[src/logic/xbar_defs.svh]
// Crossbar sizing macros: port count, word and ID widths, table depth, MTU
`ifndef XBAR_DEFS_SVH
`define XBAR_DEFS_SVH

// ----------------------------------------------------------------------
// Port geometry
// ----------------------------------------------------------------------
`define XB_NPORTS        4
`define XB_PORT_W        2

// ----------------------------------------------------------------------
// Stream payload
// ----------------------------------------------------------------------
`define XB_DATA_W        64
// Endpoint ID sits in the low bits of the first word
`define XB_EPID_W        16

// ----------------------------------------------------------------------
// Routing table and buffering
// ----------------------------------------------------------------------
`define XB_TBL_DEPTH     8
`define XB_TBL_IDX_W     3
`define XB_MTU_WORDS     32
// Fail-safe output for unmapped IDs
`define XB_DEFAULT_PORT  0

`endif

[src/logic/xbar_pkg.sv]
// Crossbar types: data, ID and port vectors, FSM states, round-robin pick
`include "xbar_defs.svh"

package xbar_pkg;

  // Meaningful widths
  typedef logic [`XB_DATA_W-1:0] word_t;
  typedef logic [`XB_EPID_W-1:0] epid_t;
  typedef logic [`XB_PORT_W-1:0] port_t;
  typedef logic [`XB_NPORTS-1:0] port_mask_t;
  // Config word, low bits carry the port
  typedef logic [31:0]           cfg_data_t;

  // Ingress FSM
  typedef enum logic [1:0] {
    IN_IDLE,
    IN_FILL,
    IN_LOOKUP,
    IN_SEND
  } ingress_state_t;

  // Egress FSM
  typedef enum logic {
    EG_ALLOC,
    EG_PACKET
  } egress_state_t;

  // Next requester after last, last itself has lowest priority
  function automatic port_t rr_next(input port_mask_t req, input port_t last);
    port_t       pick;
    int unsigned idx;
    pick = last;
    // Walk backwards so the closest port after last wins
    for (int i = `XB_NPORTS; i >= 1; i--) begin
      idx = (int'(last) + i) % `XB_NPORTS;
      if (req[idx]) begin
        pick = port_t'(idx);
      end
    end
    return pick;
  endfunction

endpackage

[src/logic/route_table.sv]
// Shared endpoint-ID to port table with FIFO replacement and lookup port
`timescale 1ns/1ps
`include "xbar_defs.svh"

module route_table
  import xbar_pkg::*;
(
  input  logic      clk,
  input  logic      reset,
  // Configuration write port
  input  logic      i_cfg_stb,
  input  epid_t     i_cfg_addr,
  input  cfg_data_t i_cfg_data,
  output logic      o_cfg_ack,
  // Lookup port
  input  logic      i_find_valid,
  input  epid_t     i_find_epid,
  output logic      o_result_valid,
  output logic      o_result_hit,
  output port_t     o_result_port
);

  typedef logic [`XB_TBL_IDX_W-1:0] tbl_idx_t;

  // Table entries
  logic [`XB_TBL_DEPTH-1:0] ent_valid;
  epid_t                    ent_epid [`XB_TBL_DEPTH];
  port_t                    ent_port [`XB_TBL_DEPTH];
  // Oldest slot, next to be replaced
  tbl_idx_t                 repl_ptr;

  logic     cfg_hit;
  tbl_idx_t cfg_idx;
  logic     find_hit;
  port_t    find_port;

  // ----------------------------------------------------------------------
  // Match logic
  // ----------------------------------------------------------------------

  // Config write target, existing entry or replacement slot
  always_comb begin
    cfg_hit = 1'b0;
    cfg_idx = repl_ptr;
    for (int k = 0; k < `XB_TBL_DEPTH; k++) begin
      if (ent_valid[k] && (ent_epid[k] == i_cfg_addr)) begin
        cfg_hit = 1'b1;
        cfg_idx = tbl_idx_t'(k);
      end
    end
  end

  // Lookup compare against all entries
  // Reads registered contents, so a write in the same cycle is not seen
  always_comb begin
    find_hit  = 1'b0;
    find_port = port_t'(`XB_DEFAULT_PORT);
    for (int k = 0; k < `XB_TBL_DEPTH; k++) begin
      if (ent_valid[k] && (ent_epid[k] == i_find_epid)) begin
        find_hit  = 1'b1;
        find_port = ent_port[k];
      end
    end
  end

  // ----------------------------------------------------------------------
  // Control state
  // ----------------------------------------------------------------------

  always_ff @(posedge clk) begin
    if (reset) begin
      ent_valid      <= '0;
      repl_ptr       <= '0;
      o_cfg_ack      <= 1'b0;
      o_result_valid <= 1'b0;
    end else begin
      // Ack and result follow their strobes by one cycle
      o_cfg_ack      <= i_cfg_stb;
      o_result_valid <= i_find_valid;
      if (i_cfg_stb) begin
        ent_valid[cfg_idx] <= 1'b1;
        // New ID consumed the oldest slot
        if (!cfg_hit) begin
          repl_ptr <= repl_ptr + 1'b1;
        end
      end
    end
  end

  // ----------------------------------------------------------------------
  // Entry contents and lookup result
  // ----------------------------------------------------------------------

  always_ff @(posedge clk) begin
    if (i_cfg_stb) begin
      ent_epid[cfg_idx] <= i_cfg_addr;
      ent_port[cfg_idx] <= i_cfg_data[`XB_PORT_W-1:0];
    end
    if (i_find_valid) begin
      o_result_hit  <= find_hit;
      o_result_port <= find_port;
    end
  end

endmodule

[config.mk]
export PLATFORM = sky130hd
export DESIGN_NAME = route_table
export DESIGN_NICKNAME = d
export VERILOG_FILES = /design/src/logic/xbar_pkg.sv /design/src/logic/route_table.sv
export VERILOG_INCLUDE_DIRS = /design/src /design/src/logic
export SDC_FILE = /design/constraint.sdc
export NUM_CORES = 1
export LEC_CHECK = 0
export ABC_AREA = 1
export BUFFER_PORTS_ARGS = -buffer_cell sky130_fd_sc_hd__buf_4
export CAP_MARGIN = 10
export CORE_ASPECT_RATIO = 1.1
export CORE_MARGIN = 1.5
export CORE_UTILIZATION = 60
export DETAILED_ROUTE_END_ITERATION = 16
export PLACE_DENSITY = 0.85
export SLEW_MARGIN = 10
export SYNTH_ARGS = -nofsm -noshare
export SYNTH_HDL_FRONTEND = slang
export SYNTH_SLANG_ARGS = --single-unit
[constraint.sdc]
create_clock -name clk -period 5.08 [get_ports clk]
set_input_delay 0.508 -clock clk [delete_from_list [all_inputs] [get_ports clk]]
set_output_delay 0.508 -clock clk [all_outputs]
set_load 0.02 [all_outputs]
=== Yosys cells after proc, flatten, opt, wreduce, memory -nomap -nowiden ===
Memories as Yosys holds them, arrays and structs flattened.
Cells that the tools add are included.

* $add $sub $neg: 1
* $lt $le $gt $ge: 2
* Equality and inequality tests: 16
* Multiplexer cells: 29
* Bitwise gates (word level): 2
* Reductions and logical operators: 19

{| class="wikitable"
|+ Operators with widths
! operator !! count
|-
| equality test 16 bit || 16
|-
| two-way mux 3 bit || 8
|-
| logical AND 1 bit || 17
|-
| two-way mux 2 bit || 8
|-
| two-way mux 1 bit || 12
|-
| bitwise OR 8 bit || 1
|-
| OR reduction 7 bit || 1
|-
| < comparator 3 x 4 -> 1 bit, second input constant || 1
|-
| adder 3 x 1 -> 3 bit, second input constant || 1
|-
| demux 1 bit (select 3 bit) || 1
|-
| greater-or-equal comparator 3 x 1 -> 1 bit, second input constant || 1
|-
| AND reduction 2 bit || 1
|-
| inverter 1 bit || 1
|}

* Flip-flop bits (word level): 16
* Memory bits (writable): 144
* Output and inout port bits: 5
* Word-level logic and storage cells: 77
* Memories: 2

{| class="wikitable"
|+ Memory list
! name !! depth !! width !! read ports !! clocked after Yosys merged registers in !! write ports !! line !! RTL
|-
| ent_epid || 8 || 16 || 8 || 0 || 1 || route_table.sv:27 || <nowiki>epid_t ent_epid [`XB_TBL_DEPTH];</nowiki>
|-
| ent_port || 8 || 2 || 8 || 0 || 1 || route_table.sv:28 || <nowiki>port_t ent_port [`XB_TBL_DEPTH];</nowiki>
|}

=== Logic depth before layout (Yosys ltp) ===
Gate-level depths: netlist (run 1).

* Depth in word-level cells: 15
* Mapped depth: 18
* Mapped depth without buffers: 17

=== Worst setup path before layout (run 1) ===
Ideal clock, no wire load.

* Path kind: in2reg
* From: input i_cfg_addr[13]
* To: memory ent_epid[4][0] in the netlist's numbering (enable)
* Setup time: 0.373 ns
* Arrival: 2.069 ns
* Slack: 2.638 ns
* Stages: 16
* Cells stage by stage: buf_4 inv_2 nand2_1 nand2_1 inv_1 nand3_1 nor2_1 nand3_1 nand2_2 nor2_4 nand2_4 nand2_1 nand2_1 nor2_1 nand3_1 inv_1

* Cells in the longest elaborated chain, start to end: 10
* Elaborated cells between the ends (all ways): 24
* Those cells by class: eq/ne (8); mux (8); reduce/logical (8)

{| class="wikitable"
|+ Ends and longest elaborated chain
! element !! line !! RTL
|-
| from (decl) || route_table.sv:12 || <nowiki>input epid_t i_cfg_addr,</nowiki>
|-
| equality test 16 bit || route_table.sv:46 || <nowiki>if (ent_valid[k] && (ent_epid[k] == i_cfg_addr)) begin</nowiki>
|-
| logical AND 1 bit || route_table.sv:46 ||
|-
| two-way mux 3 bit (7 in a row) || route_table.sv:46 ||
|-
| two-way mux 3 bit * || route_table.sv:46 ||
|-
| to (decl) || route_table.sv:27 ||
|}

Mark *: on every way between the ends. The rest lies on a longest branch, timed or not.

=== Worst setup path after layout (run 1) ===
* From: input i_find_epid[1]
* To: register o_result_port[1] (data pin)

* Cells in the longest elaborated chain, start to end: 10
* Elaborated cells between the ends (all ways): 24
* Those cells by class: eq/ne (8); mux (8); reduce/logical (8)

{| class="wikitable"
|+ Ends and longest elaborated chain
! element !! line !! RTL
|-
| from (decl) || route_table.sv:17 || <nowiki>input epid_t i_find_epid,</nowiki>
|-
| equality test 16 bit || route_table.sv:59 || <nowiki>if (ent_valid[k] && (ent_epid[k] == i_find_epid)) begin</nowiki>
|-
| logical AND 1 bit || route_table.sv:59 ||
|-
| two-way mux 2 bit (7 in a row) || route_table.sv:59 ||
|-
| two-way mux 2 bit * || route_table.sv:59 ||
|-
| named net find_port[1] || route_table.sv:35 || <nowiki>port_t find_port;</nowiki>
|-
| to (signal assigned) || route_table.sv:101 || <nowiki>o_result_port <= find_port;</nowiki>
|-
| to (decl) || route_table.sv:20 || <nowiki>output port_t o_result_port</nowiki>
|}

The timed path passes the listed nets; every way through them passes the cells marked *.
A chain may end at the register's enable or synchronous reset.

==> metrics.yaml, run 1 <==
status: "completed"
overflow: 0
period_needed_ns: 3.22
gp_congestion: 1.07
syn_area_um2: 9690
vias_per_cell: 6.26
clock_skew_ns: 0.0110
row_count: 48
p_leak_nw: 4.58
timing_worst_setup_path_type: "in2reg"
grt_usage: 0.417
ff2ff_path_depth: 10
drtIter0Drc: 1240
worstMarginPinSlew_ns: 1.25
drtPass1Iterations: 7
hold_violations: 0
cts_tree: "built"
drc: 0
multi_input_area_um2: 4180
cp_top_family: "simple AND/OR/NAND/NOR gates"
setup_viol: 0
fillers: 1300
gr-usage-met3: 0.123
timing.rr.end: "o_result_port[1]$_DFFE_PP_"
rr_startpoint: "ent_epid[7][3]$_DFFE_PP_"
cts_resized: 0
synthArstFlopShare: 0
num_vias: 9076
yosysWarnings: 0
peakVddDrop_mv: 0.264
synth_compound_area_frac: 0.0824
slowest_delay_ns: 0.95
ctsHoldBuffers: 0
drt_wl_total_um: 33700
finalSetupTns_ns: 0
synthMuxAreaShare: 0
hpwl_um: 22600
drv_slew: 0
worst_slack_ns: 1.86
hold_start: "i_find_valid"
nNetsFinal: 1305
synth-seq-cells: 160
synth_nets: 1278
cts_setup_buffers: 0
crit_path_start: "i_find_epid[1]"
worst_ep_arrival_time_ns: 3.40
path_depth: 11
syn_inst: 1209
clk_latency_ns: 0.44
antenna_found_initial: 1
synthFlopType: "edfxtp_1"
rrSetupSlack_ns: 2.23
cts.reportedPaths.clkPinSlew_ns: 0.07
use_met1: 0.514
synth_fa_ha_area_frac: 0.00129
io_buffers: 42
grt_start_max_net_pins: 23
cp-start-kind: "input pin"
htreeDepth: 4
seq_area_frac_synth: 0.483
syn_to_final_growth_pct: 9.49
start_util: 0.616
cts_buffer_depth: 2
slew-limit-headroom: 0.159
cts_num_sinks: 160
die_x_um: 124
worstPathRequired_ns: 5.27
fmax_mhz: 311
crit_path_frequent_cell: "nand2_1"
grt_pass1_wl_um: 49400
post-place-cells: 1417
syn_avg_cell_area_um2: 8.01
drive_gt1_frac: 0.0817
crit_fanout: 8
ys_types: 42
finalNonFillerCells: 1449
wl_per_cell_um: 23.3
min_to: "o_result_hit$_SDFFCE_PP1P_"
final_common_cell: "nand2_1"
grt.met2_usage: 0.601
crit_path_end_kind: "register"
cts_made_buffers: 17
ios: 73
synth-edff-count: 147
seq_area_um2: 4670
synthSimpleGateAreaFrac: 0.282
diodes: 0
hp-class: "in2reg"
fin_crit_sh: 0.633
top_usage_layer: "met2"
post-place-ws_ns: 1.75
rsz0062_at_grt: "no"
synth_top_family_by_area: "simple AND/OR/NAND/NOR gates"
powerDensity_nw_per_um2: 293
synth_xor_area_frac: 0.0660
crit_slowest_cell: "nor4_1"
antenna_left: 0
dieArea_um2: 16900
die_y_um: 136
path_cells: "buf_4, inv_1, o22ai_1, nor2_1, nand4_1, nor4_1, nand3_1, nand2_1, nor3_1, nand2_1, nand2_1"
final_cell_mix: "nand2_1 (343), inv_1 (155), edfxtp_1 (147)"
cap_violations: 0
hold_depth: 1
grt_pass1_vias: 8651
core_area_um2: 15700
root_buffer: "clkbuf_16"
worst-path-buf-inv: 2
Yosys cell counts, types with 2 or more instances:
cell	n	area share
nand2_2	6	0.0039
nor3_1	23	0.012
a211oi_1	3	0.0023
inv_2	10	0.0039
or2_0	4	0.0026
edfxtp_1	147	0.46
xor2_1	41	0.037
nand4_1	34	0.022
or2_2	7	0.0045
inv_1	155	0.060
or2_1	3	0.0019
dfxtp_1	13	0.027
xnor2_1	32	0.029
o22ai_1	45	0.029
nand2_1	343	0.13
o21ai_1	3	0.0015
buf_6	2	0.0023
buf_4	10	0.0077
nand3_2	2	0.0021
nand3_1	49	0.025
o211ai_1	2	0.0015
nor2_2	2	0.0013
nor4_1	10	0.0065
nand3b_1	7	0.0054
nor3b_1	4	0.0031
a21oi_1	24	0.012
buf_2	21	0.011
a221oi_1	8	0.0072
o21ai_0	43	0.022
o2111ai_1	4	0.0036
nor2_1	141	0.055
registers in the layout, summed over array words and instances, names as in the netlist:
name and flops:
o_result_valid 1, o_result_hit 1, ent_valid 8, ent_epid 128, o_cfg_ack 1, o_result_port 2
repl_ptr 3, ent_port 16
through the flow:
step           hold WS (ns)   util  cell area (um2)  power [mW]
5_1_grt               0.288  0.674            10600        3.17
3_5_place_dp          0.487  0.639            10000        1.87
6_report              0.296  0.674            10600        3.10
2_1_floorplan         0.457      -             9690        1.72
3_3_place_gp          0.474  0.639            10000        1.86
4_1_cts               0.291  0.674            10600        3.08
power by group:
group | total, mW | internal (mW) | switching, mW
Combinational | 0.376 | 0.104 | 0.272
Sequential | 1.48 | 1.47 | 0.0176
Clock | 1.24 | 0.684 | 0.560
cells by family (layout without fill, tap and decap cells):
logic type                 after synthesis  count (layout)
and+or+nand+nor                        639             639
buffers and inverters                  201             241
DFF                                    160             160
AOI/OAI and AO/OA                      135             135
xor gates and xnor gates                73              73
adders and majority gates                1               1
metal layers:
metal,share of wire,vias to the layer above
li1,-,4053
met4,0.10,0
met3,0.14,226
met1,0.34,4057
met2,0.41,740
met5,0,-
how the worst max path moves through the flow:
stage / slack [ns] / to
floorplan: 2.64 / ent_epid[4][0]$_DFFE_PP_
global placement: 1.79 / ent_epid[4][5]$_DFFE_PP_
detailed placement: 1.75 / ent_epid[4][7]$_DFFE_PP_
CTS: 2.17 / ent_epid[4][6]$_DFFE_PP_
global route: 1.84 / o_result_port[1]$_DFFE_PP_
finish: 1.86 / o_result_port[1]$_DFFE_PP_
final cells by class:
class	count	share of cell area
Multi-Input combinational cell	848	0.394
Inverter	167	0.0593
Clock inverter	13	0.0120
Tap cell	200	0.0236
Timing Repair Buffer	42	0.0297
Clock buffer	19	0.0408
Sequential cell	160	0.441
Power figures use the tool's default switching activity.
==> run 2: changes to the inputs <==
==> constraint.sdc (replaced) <==
create_clock -name clk -period 3 [get_ports clk]
set_input_delay 0.3 -clock clk [delete_from_list [all_inputs] [get_ports clk]]
set_output_delay 0.3 -clock clk [all_outputs]
set_load 0.02 [all_outputs]
==> run 2 against run 1 <==
  * Clock skew grew 0.0012 ns
  * Count of clock-buffer cells in the layout is the same
  * Critical path type is now reg2reg
  * Register-to-register slack lost 1.6 ns
  * Combinational power grew 76%
  * Wire length grew 1.1%
  * Largest cell class unchanged
  * Clock power grew 73%
==> metrics.yaml, run 2 (same netlist as run 1, synthesis figures left out) <==
status: "completed"
cts_made_buffers: 17  # unchanged
row_count: 48  # unchanged
cts_tree: "built"
gp_congestion: 1.06  # -1.1%
rrSetupSlack_ns: 0.58  # -1.65 ns
drc: 0  # unchanged
antenna_found_initial: 0  # -1
start_util: 0.616  # unchanged
worstMarginPinSlew_ns: 0.660  # -0.590 ns
cap_violations: 0  # unchanged
root_buffer: "clkbuf_16"
drtIter0Drc: 1423  # +15%
nNetsFinal: 1328  # +1.8%
hold_depth: 1  # unchanged
worstPathRequired_ns: 3.15  # -2.12 ns
final_common_cell: "nand2_1"
ff2ff_path_depth: 14  # +4
switching_share: 0.265  # -0.00864
fmax_mhz: 413
powerDensity_nw_per_um2: 488  # +67%
timing_worst_setup_path_type: "reg2reg"
crit_fanout: 15  # +7
finalNonFillerCells: 1472  # +1.6%
io_buffers: 42  # unchanged
hpwl_um: 23500  # +3.7%
die_y_um: 136  # unchanged
switchingPower_mw: 1.41  # +66%
cts_resized: 0  # unchanged
grt_pass1_vias: 8742  # +1.1%
cts_buffer_depth: 2  # unchanged
ios: 73  # unchanged
seq_power_share: 0.473  # -0.005
fillers: 1287  # -1.0%
slew-limit-headroom: 0.559  # +0.401
die_x_um: 124  # unchanged
grt_usage: 0.421  # +0.00417
rsz0062_at_grt: "no"
multi_input_area_um2: 4180  # unchanged
peakVddDrop_mv: 0.445  # +68%
top_register: "ent_epid"
drive_gt1_frac: 0.0983  # +0.0166
cellInternalPower_mw: 3.91  # +73%
drt_wl_total_um: 34100  # +1.1%
diodes: 0  # unchanged
grt_start_max_net_pins: 20  # -13%
hp-class: "in2reg"
core_area_um2: 15700  # unchanged
num_vias: 9025  # -0.56%
power_frac_clock: 0.403  # +0.002
ctsHoldBuffers: 0  # unchanged
cp-start-kind: "register"
comb_power_share: 0.124  # +0.003
seq_area_um2: 4670  # unchanged
antenna_left: 0  # unchanged
worst_ep_arrival_time_ns: 2.57  # -0.83 ns
overflow: 0  # unchanged
finalSetupTns_ns: 0  # unchanged
htreeDepth: 4  # unchanged
cts_num_sinks: 160  # unchanged
cts.reportedPaths.clkPinSlew_ns: 0.07  # about the same
total_power_mw: 5.32  # +71%
hold_violations: 0  # unchanged
cts_setup_buffers: 0  # unchanged
dieArea_um2: 16900  # unchanged
grt_pass1_wl_um: 50000  # +1.2%
wl_per_cell_um: 23.1  # -0.50%
drv_slew: 0  # unchanged
post-place-cells: 1440  # +1.6%
setup_viol: 0  # unchanged
reg_top3: "ent_epid (128), ent_port (16), ent_valid (8)"
syn_to_final_growth_pct: 12.4
drtPass1Iterations: 6  # -1
clock_skew_ns: 0.0122  # +0.00116 ns
vias_per_cell: 6.13  # -2.1%
final_cell_mix: "nand2_1 (343), inv_1 (155), edfxtp_1 (147)"
fin_crit_sh: 0.807
crit_path_end_kind: "register"
clk_latency_ns: 0.44  # about the same
period_needed_ns: 2.42
p_leak_nw: 4.73  # +3.4%
largest_reg_flops: 128  # unchanged
==> run 2: power by group through the flow <==
| stage | clock, mW | sequential (mW) | combinational, mW |
|---|---|---|---|
| final | 2.14 | 2.51 | 0.660 |
| after global placement | 0 | 2.56 | 0.617 |
| after floorplan | 0 | 2.56 | 0.364 |
| after global routing | 2.22 | 2.52 | 0.695 |
| after detailed placement | 0 | 2.56 | 0.629 |
| after CTS | 2.14 | 2.51 | 0.633 |
==> run 2: worst paths after layout <==
kind / startpoint / end
worst max-delay path: ent_epid[5][1]$_DFFE_PP_ / ent_epid[6][9]$_DFFE_PP_
worst min-delay path: i_find_valid / o_result_hit$_SDFFCE_PP1P_
worst max register to register: ent_epid[5][1]$_DFFE_PP_ / ent_epid[6][9]$_DFFE_PP_
worst min register to register: ent_valid[5]$_SDFFE_PP0P_ / ent_valid[5]$_SDFFE_PP0P_
==> run 2: per-stage QoR <==
stage | setup WS, ns | hold WS, ns | cell area (um2) | util
after global routing | 0.358 | 0.0814 | 10900 | 0.692
after detailed placement | 0.315 | 0.489 | 10300 | 0.656
after global placement | 0.391 | 0.480 | 10300 | 0.656
final | 0.580 | 0.0858 | 10900 | 0.692
after CTS | 0.630 | 0.0782 | 10900 | 0.692
after floorplan | 0.766 | 0.369 | 9690 | -
==> run 2: critical path, cell delays in order (launching register included) <==
cell      delay (ns)
edfxtp_1        0.43
inv_1           0.10
nor2_1          0.07
nor3_1          0.18
nand2_1         0.07
nor2_1          0.11
nand3_1         0.17
nand2_1         0.13
nor2_1          0.07
nand2_1         0.06
nand2_1         0.07
nor2_1          0.15
nand3_1         0.18
inv_1           0.16
buf_12          0.17
==> run 2: final cells by class <==
| cell class | instances | share of cell area |
|---|---|---|
| clock buffers | 19 | 0.0397 |
| flip-flops and latches | 160 | 0.429 |
| inverters | 167 | 0.0578 |
| well taps | 200 | 0.0230 |
| multi-input cells | 848 | 0.383 |
| repair buffers | 65 | 0.0540 |
| clock inverters | 13 | 0.0130 |
==> run 2: routing by layer <==
layer,global-route usage,wire length (um),vias up
li1,-,-,4093
met1,0.510,11700,4073
met2,0.626,14700,666
met3,0.113,4460,193
met4,0.343,3180,0
met5,0,0,-
==> run 3: changes to the inputs <==
--- a/config.mk
+++ b/config.mk
@@ -6,14 +6,14 @@
 export SDC_FILE = /design/constraint.sdc
 export NUM_CORES = 1
 export LEC_CHECK = 0
-export ABC_AREA = 1
+export ABC_AREA = 0
 export BUFFER_PORTS_ARGS = -buffer_cell sky130_fd_sc_hd__buf_4
 export CAP_MARGIN = 10
 export CORE_ASPECT_RATIO = 1.1
 export CORE_MARGIN = 1.5
-export CORE_UTILIZATION = 60
+export CORE_UTILIZATION = 54
 export DETAILED_ROUTE_END_ITERATION = 16
-export PLACE_DENSITY = 0.85
+export PLACE_DENSITY = 0.81
 export SLEW_MARGIN = 10
 export SYNTH_ARGS = -nofsm -noshare
 export SYNTH_HDL_FRONTEND = slang
==> constraint.sdc (replaced) <==
create_clock -name clk -period 2 [get_ports clk]
set_input_delay 0.2 -clock clk [delete_from_list [all_inputs] [get_ports clk]]
set_output_delay 0.2 -clock clk [all_outputs]
set_load 0.02 [all_outputs]
==> run 3 against run 2 <==
  * The flow now finishes with violations (setup timing)
  * Sequential share of layout area shrank 4.2 points
  * Count of clock-buffer cells in the layout is 10 higher
  * First-iteration DRC count is 49% lower
  * Register-to-register slack worse by 1.5 ns
  * Clock skew decreased by 0.0050 ns
  * Maximum frequency shrank 18%
  * Design area grew 11%
  * Wire length shrank 16%
  * Critical path depth shrank 2
  * Sequential power up 51%
  * Setup slack lost 1.5 ns
  * Clock power grew 65%
  * Critical path type unchanged
  * Critical endpoint is now ent_epid[2][9]$_DFFE_PP_
  * Largest power group unchanged
==> metrics.yaml, run 3 <==
status: "finished with violations"
violations: "setup timing"
final_cell_mix: "buf_4 (271), xor2_1 (164), edfxtp_1 (147)"
root_buffer: "clkbuf_16"
placed_cell_area_um2: 10800  # +4.4%
htreeDepth: 4  # unchanged
diodes: 0  # unchanged
switching_share: 0.238  # -0.0269
ios: 73  # unchanged
synth_top_area_frac: 0.534  # +0.0786
syn_inst: 642  # -47%
drive_gt1_frac: 0.436  # +0.338
switchingPower_mw: 2.03  # +44%
synth_nets: 711  # -44%
gp_congestion: 0.988  # -6.7%
hold_violations: 0  # unchanged
hp-class: "in2reg"
rsz0062_at_grt: "yes"
core_area_um2: 15000  # -4.7%
seq_power_share: 0.445  # -0.028
cts_num_sinks: 160  # unchanged
io_buffers: 42  # unchanged
synth_common_cells: "xor2_1 (171), edfxtp_1 (147), xnor2_1 (86), nor4_1 (42), nand4_1 (24)"
cellInternalPower_mw: 6.51  # +67%
comb_power_share: 0.142  # +0.018
p_leak_nw: 4.65  # -1.6%
cts_made_buffers: 17  # unchanged
final_common_cell: "buf_4"
crit_fanout: 16  # +1
dieArea_um2: 16100  # -5.1%
synthTopCellsByArea: "edfxtp_1 (53%), xor2_1 (18%), xnor2_1 (9.1%)"
syn_area_um2: 8260  # -15%
ys_types: 46  # +9.5%
clock_skew_ns: 0.00724  # -0.00495 ns
vias_per_cell: 5.92  # -3.4%
grt_pass1_vias: 6661  # -24%
hpwl_um: 18700  # -20%
yosysWarnings: 0  # unchanged
final_cell_area_um2: 12100  # +11%
synth.most_common_cell: "xor2_1"
synth-seq-cells: 160  # unchanged
synth-edff-count: 147  # unchanged
nNetsFinal: 1001  # -25%
worstMarginPinSlew_ns: 0.422  # -0.239 ns
drtIter0Drc: 731  # -49%
largest_reg_flops: 128  # unchanged
fmax_mhz: 340  # -18%
row_count: 47  # -2.1%
setup_viol: 158  # +158
timing_worst_setup_path_type: "reg2reg"
powerDensity_nw_per_um2: 707  # +45%
cts.reportedPaths.clkPinSlew_ns: 0.06  # about the same
drc: 0  # unchanged
crit_path_end_kind: "register"
cts_tree: "built"
drt_wl_total_um: 28600  # -16%
num_vias: 6757  # -25%
synthArstFlopShare: 0  # unchanged
period_needed_ns: 2.94  # +0.521 ns
syn_to_final_growth_pct: 46.3
synthFlopType: "edfxtp_1"
drv_slew: 0  # unchanged
start_util: 0.551  # -0.0647
slew-limit-headroom: 0.717  # +0.158
syn_avg_cell_area_um2: 12.9  # +61%
worstPathRequired_ns: 2.14  # -1.01 ns
reg_top3: "ent_epid (128), ent_port (16), ent_valid (8)"
overflow: 0  # unchanged
peakVddDrop_mv: 0.557  # +25%
wl_per_cell_um: 25.0  # +8.2%
top_register: "ent_epid"
clk_latency_ns: 0.43  # about the same
holdWs_ns: 0.0244  # -0.0614 ns
worst_ep_arrival_time_ns: 3.08  # +0.51 ns
power_frac_clock: 0.413  # +0.010
cts_buffer_depth: 2  # unchanged
seq_area_frac_synth: 0.566  # +0.0832
yosys.area.top_type: "edfxtp_1"
drtPass1Iterations: 5  # -1
antenna_found_initial: 0  # unchanged
cap_violations: 0  # unchanged
antenna_left: 0  # unchanged
die_y_um: 133  # -2.6%
worst_slack_ns: -0.941  # -1.52 ns
grt_usage: 0.342  # -0.0795
fin_crit_sh: 1.47  # +0.664
die_x_um: 121  # -2.6%
grt_start_max_net_pins: 19  # -5.0%
cp-start-kind: "register"
grt_pass1_wl_um: 39600  # -21%
[run 3: logic make-up after synthesis]
group                      Yosys count  synth area share
adders and majority gates            1           0.00151
xor gates and xnor gates           257             0.272
DFF                                160             0.566
and+or+nand+nor                    142            0.0963
muxes                                5           0.00636
buffers and inverters               45            0.0288
AOI/OAI and AO/OA                   32            0.0289
[run 3: path summary, 6_finish.rpt]
kind | slack [ns] | endpoint | cells after the start | startpoint
setup reg to reg | -0.94 | ent_epid[2][9]$_DFFE_PP_ | 12 | ent_epid[3][1]$_DFFE_PP_
setup / recovery | -0.94 | ent_epid[2][9]$_DFFE_PP_ | 12 | ent_epid[3][1]$_DFFE_PP_
hold reg to reg | 0.54 | ent_valid[6]$_SDFFE_PP0P_ | 2 | ent_valid[6]$_SDFFE_PP0P_
hold / removal | 0.02 | ent_port[1][0]$_DFFE_PP_ | 1 | i_cfg_data[0]
[run 3: cell type report]
type,count,area [um2]
clock buffers,29,649
clock inverters,3,18.8
fillers,776,2910
inverters,12,45.0
multi-input cells,437,3870
flip-flops and latches,160,4670
well taps,196,245
repair buffers,304,2580
[run 3: power by group through the flow]
stage / logic (mW) / clock network [mW] / registers (mW)
global route: 1.26 / 3.67 / 3.80
global placement: 1.01 / 0 / 3.86
detailed placement: 1.04 / 0 / 3.87
CTS: 1.10 / 3.53 / 3.80
floorplan: 0.498 / 0 / 3.87
finish: 1.21 / 3.53 / 3.80
[run 3: repair_timing]
item	CTS	global route
buffers inserted	5	12
resized for setup	31	50
endpoints found under the setup margin	158	158
pin swaps	4	26
hold endpoints to repair	3	0
hold buffers	1	0
cloned	1	1
[run 3: metrics by stage]
step / power, mW / util / std cells / setup TNS (ns) / setup slack, ns
2_1_floorplan: 4.36 / - / 642 / -80.60 / -0.602
3_3_place_gp: 4.87 / 0.718 / 1093 / -120.08 / -0.825
3_5_place_dp: 4.90 / 0.718 / 1093 / -129.32 / -0.925
4_1_cts: 8.43 / 0.780 / 1131 / -104.77 / -0.720
5_1_grt: 8.73 / 0.806 / 1141 / -139.24 / -0.998
6_report: 8.55 / 0.806 / 1141 / -128.53 / -0.941
[run 3: routing by layer]
layer	GRT usage	routed length, um	vias up
li1	-	-	2861
met1	0.426	10700	3293
met2	0.562	13800	461
met3	0.0832	2410	142
met4	0.156	1600	0
met5	0	0	-
[run 3: worst max-delay path, cell delays in order (launching register included)]
cell	delay, ns
edfxtp_1	0.47
xnor2_2	0.24
nand4_1	0.18
nor4_1	0.36
buf_4	0.18
nand3_1	0.13
buf_4	0.18
o211ai_1	0.10
a21oi_2	0.10
buf_6	0.15
nand2b_4	0.17
nor2_4	0.19
buf_12	0.19
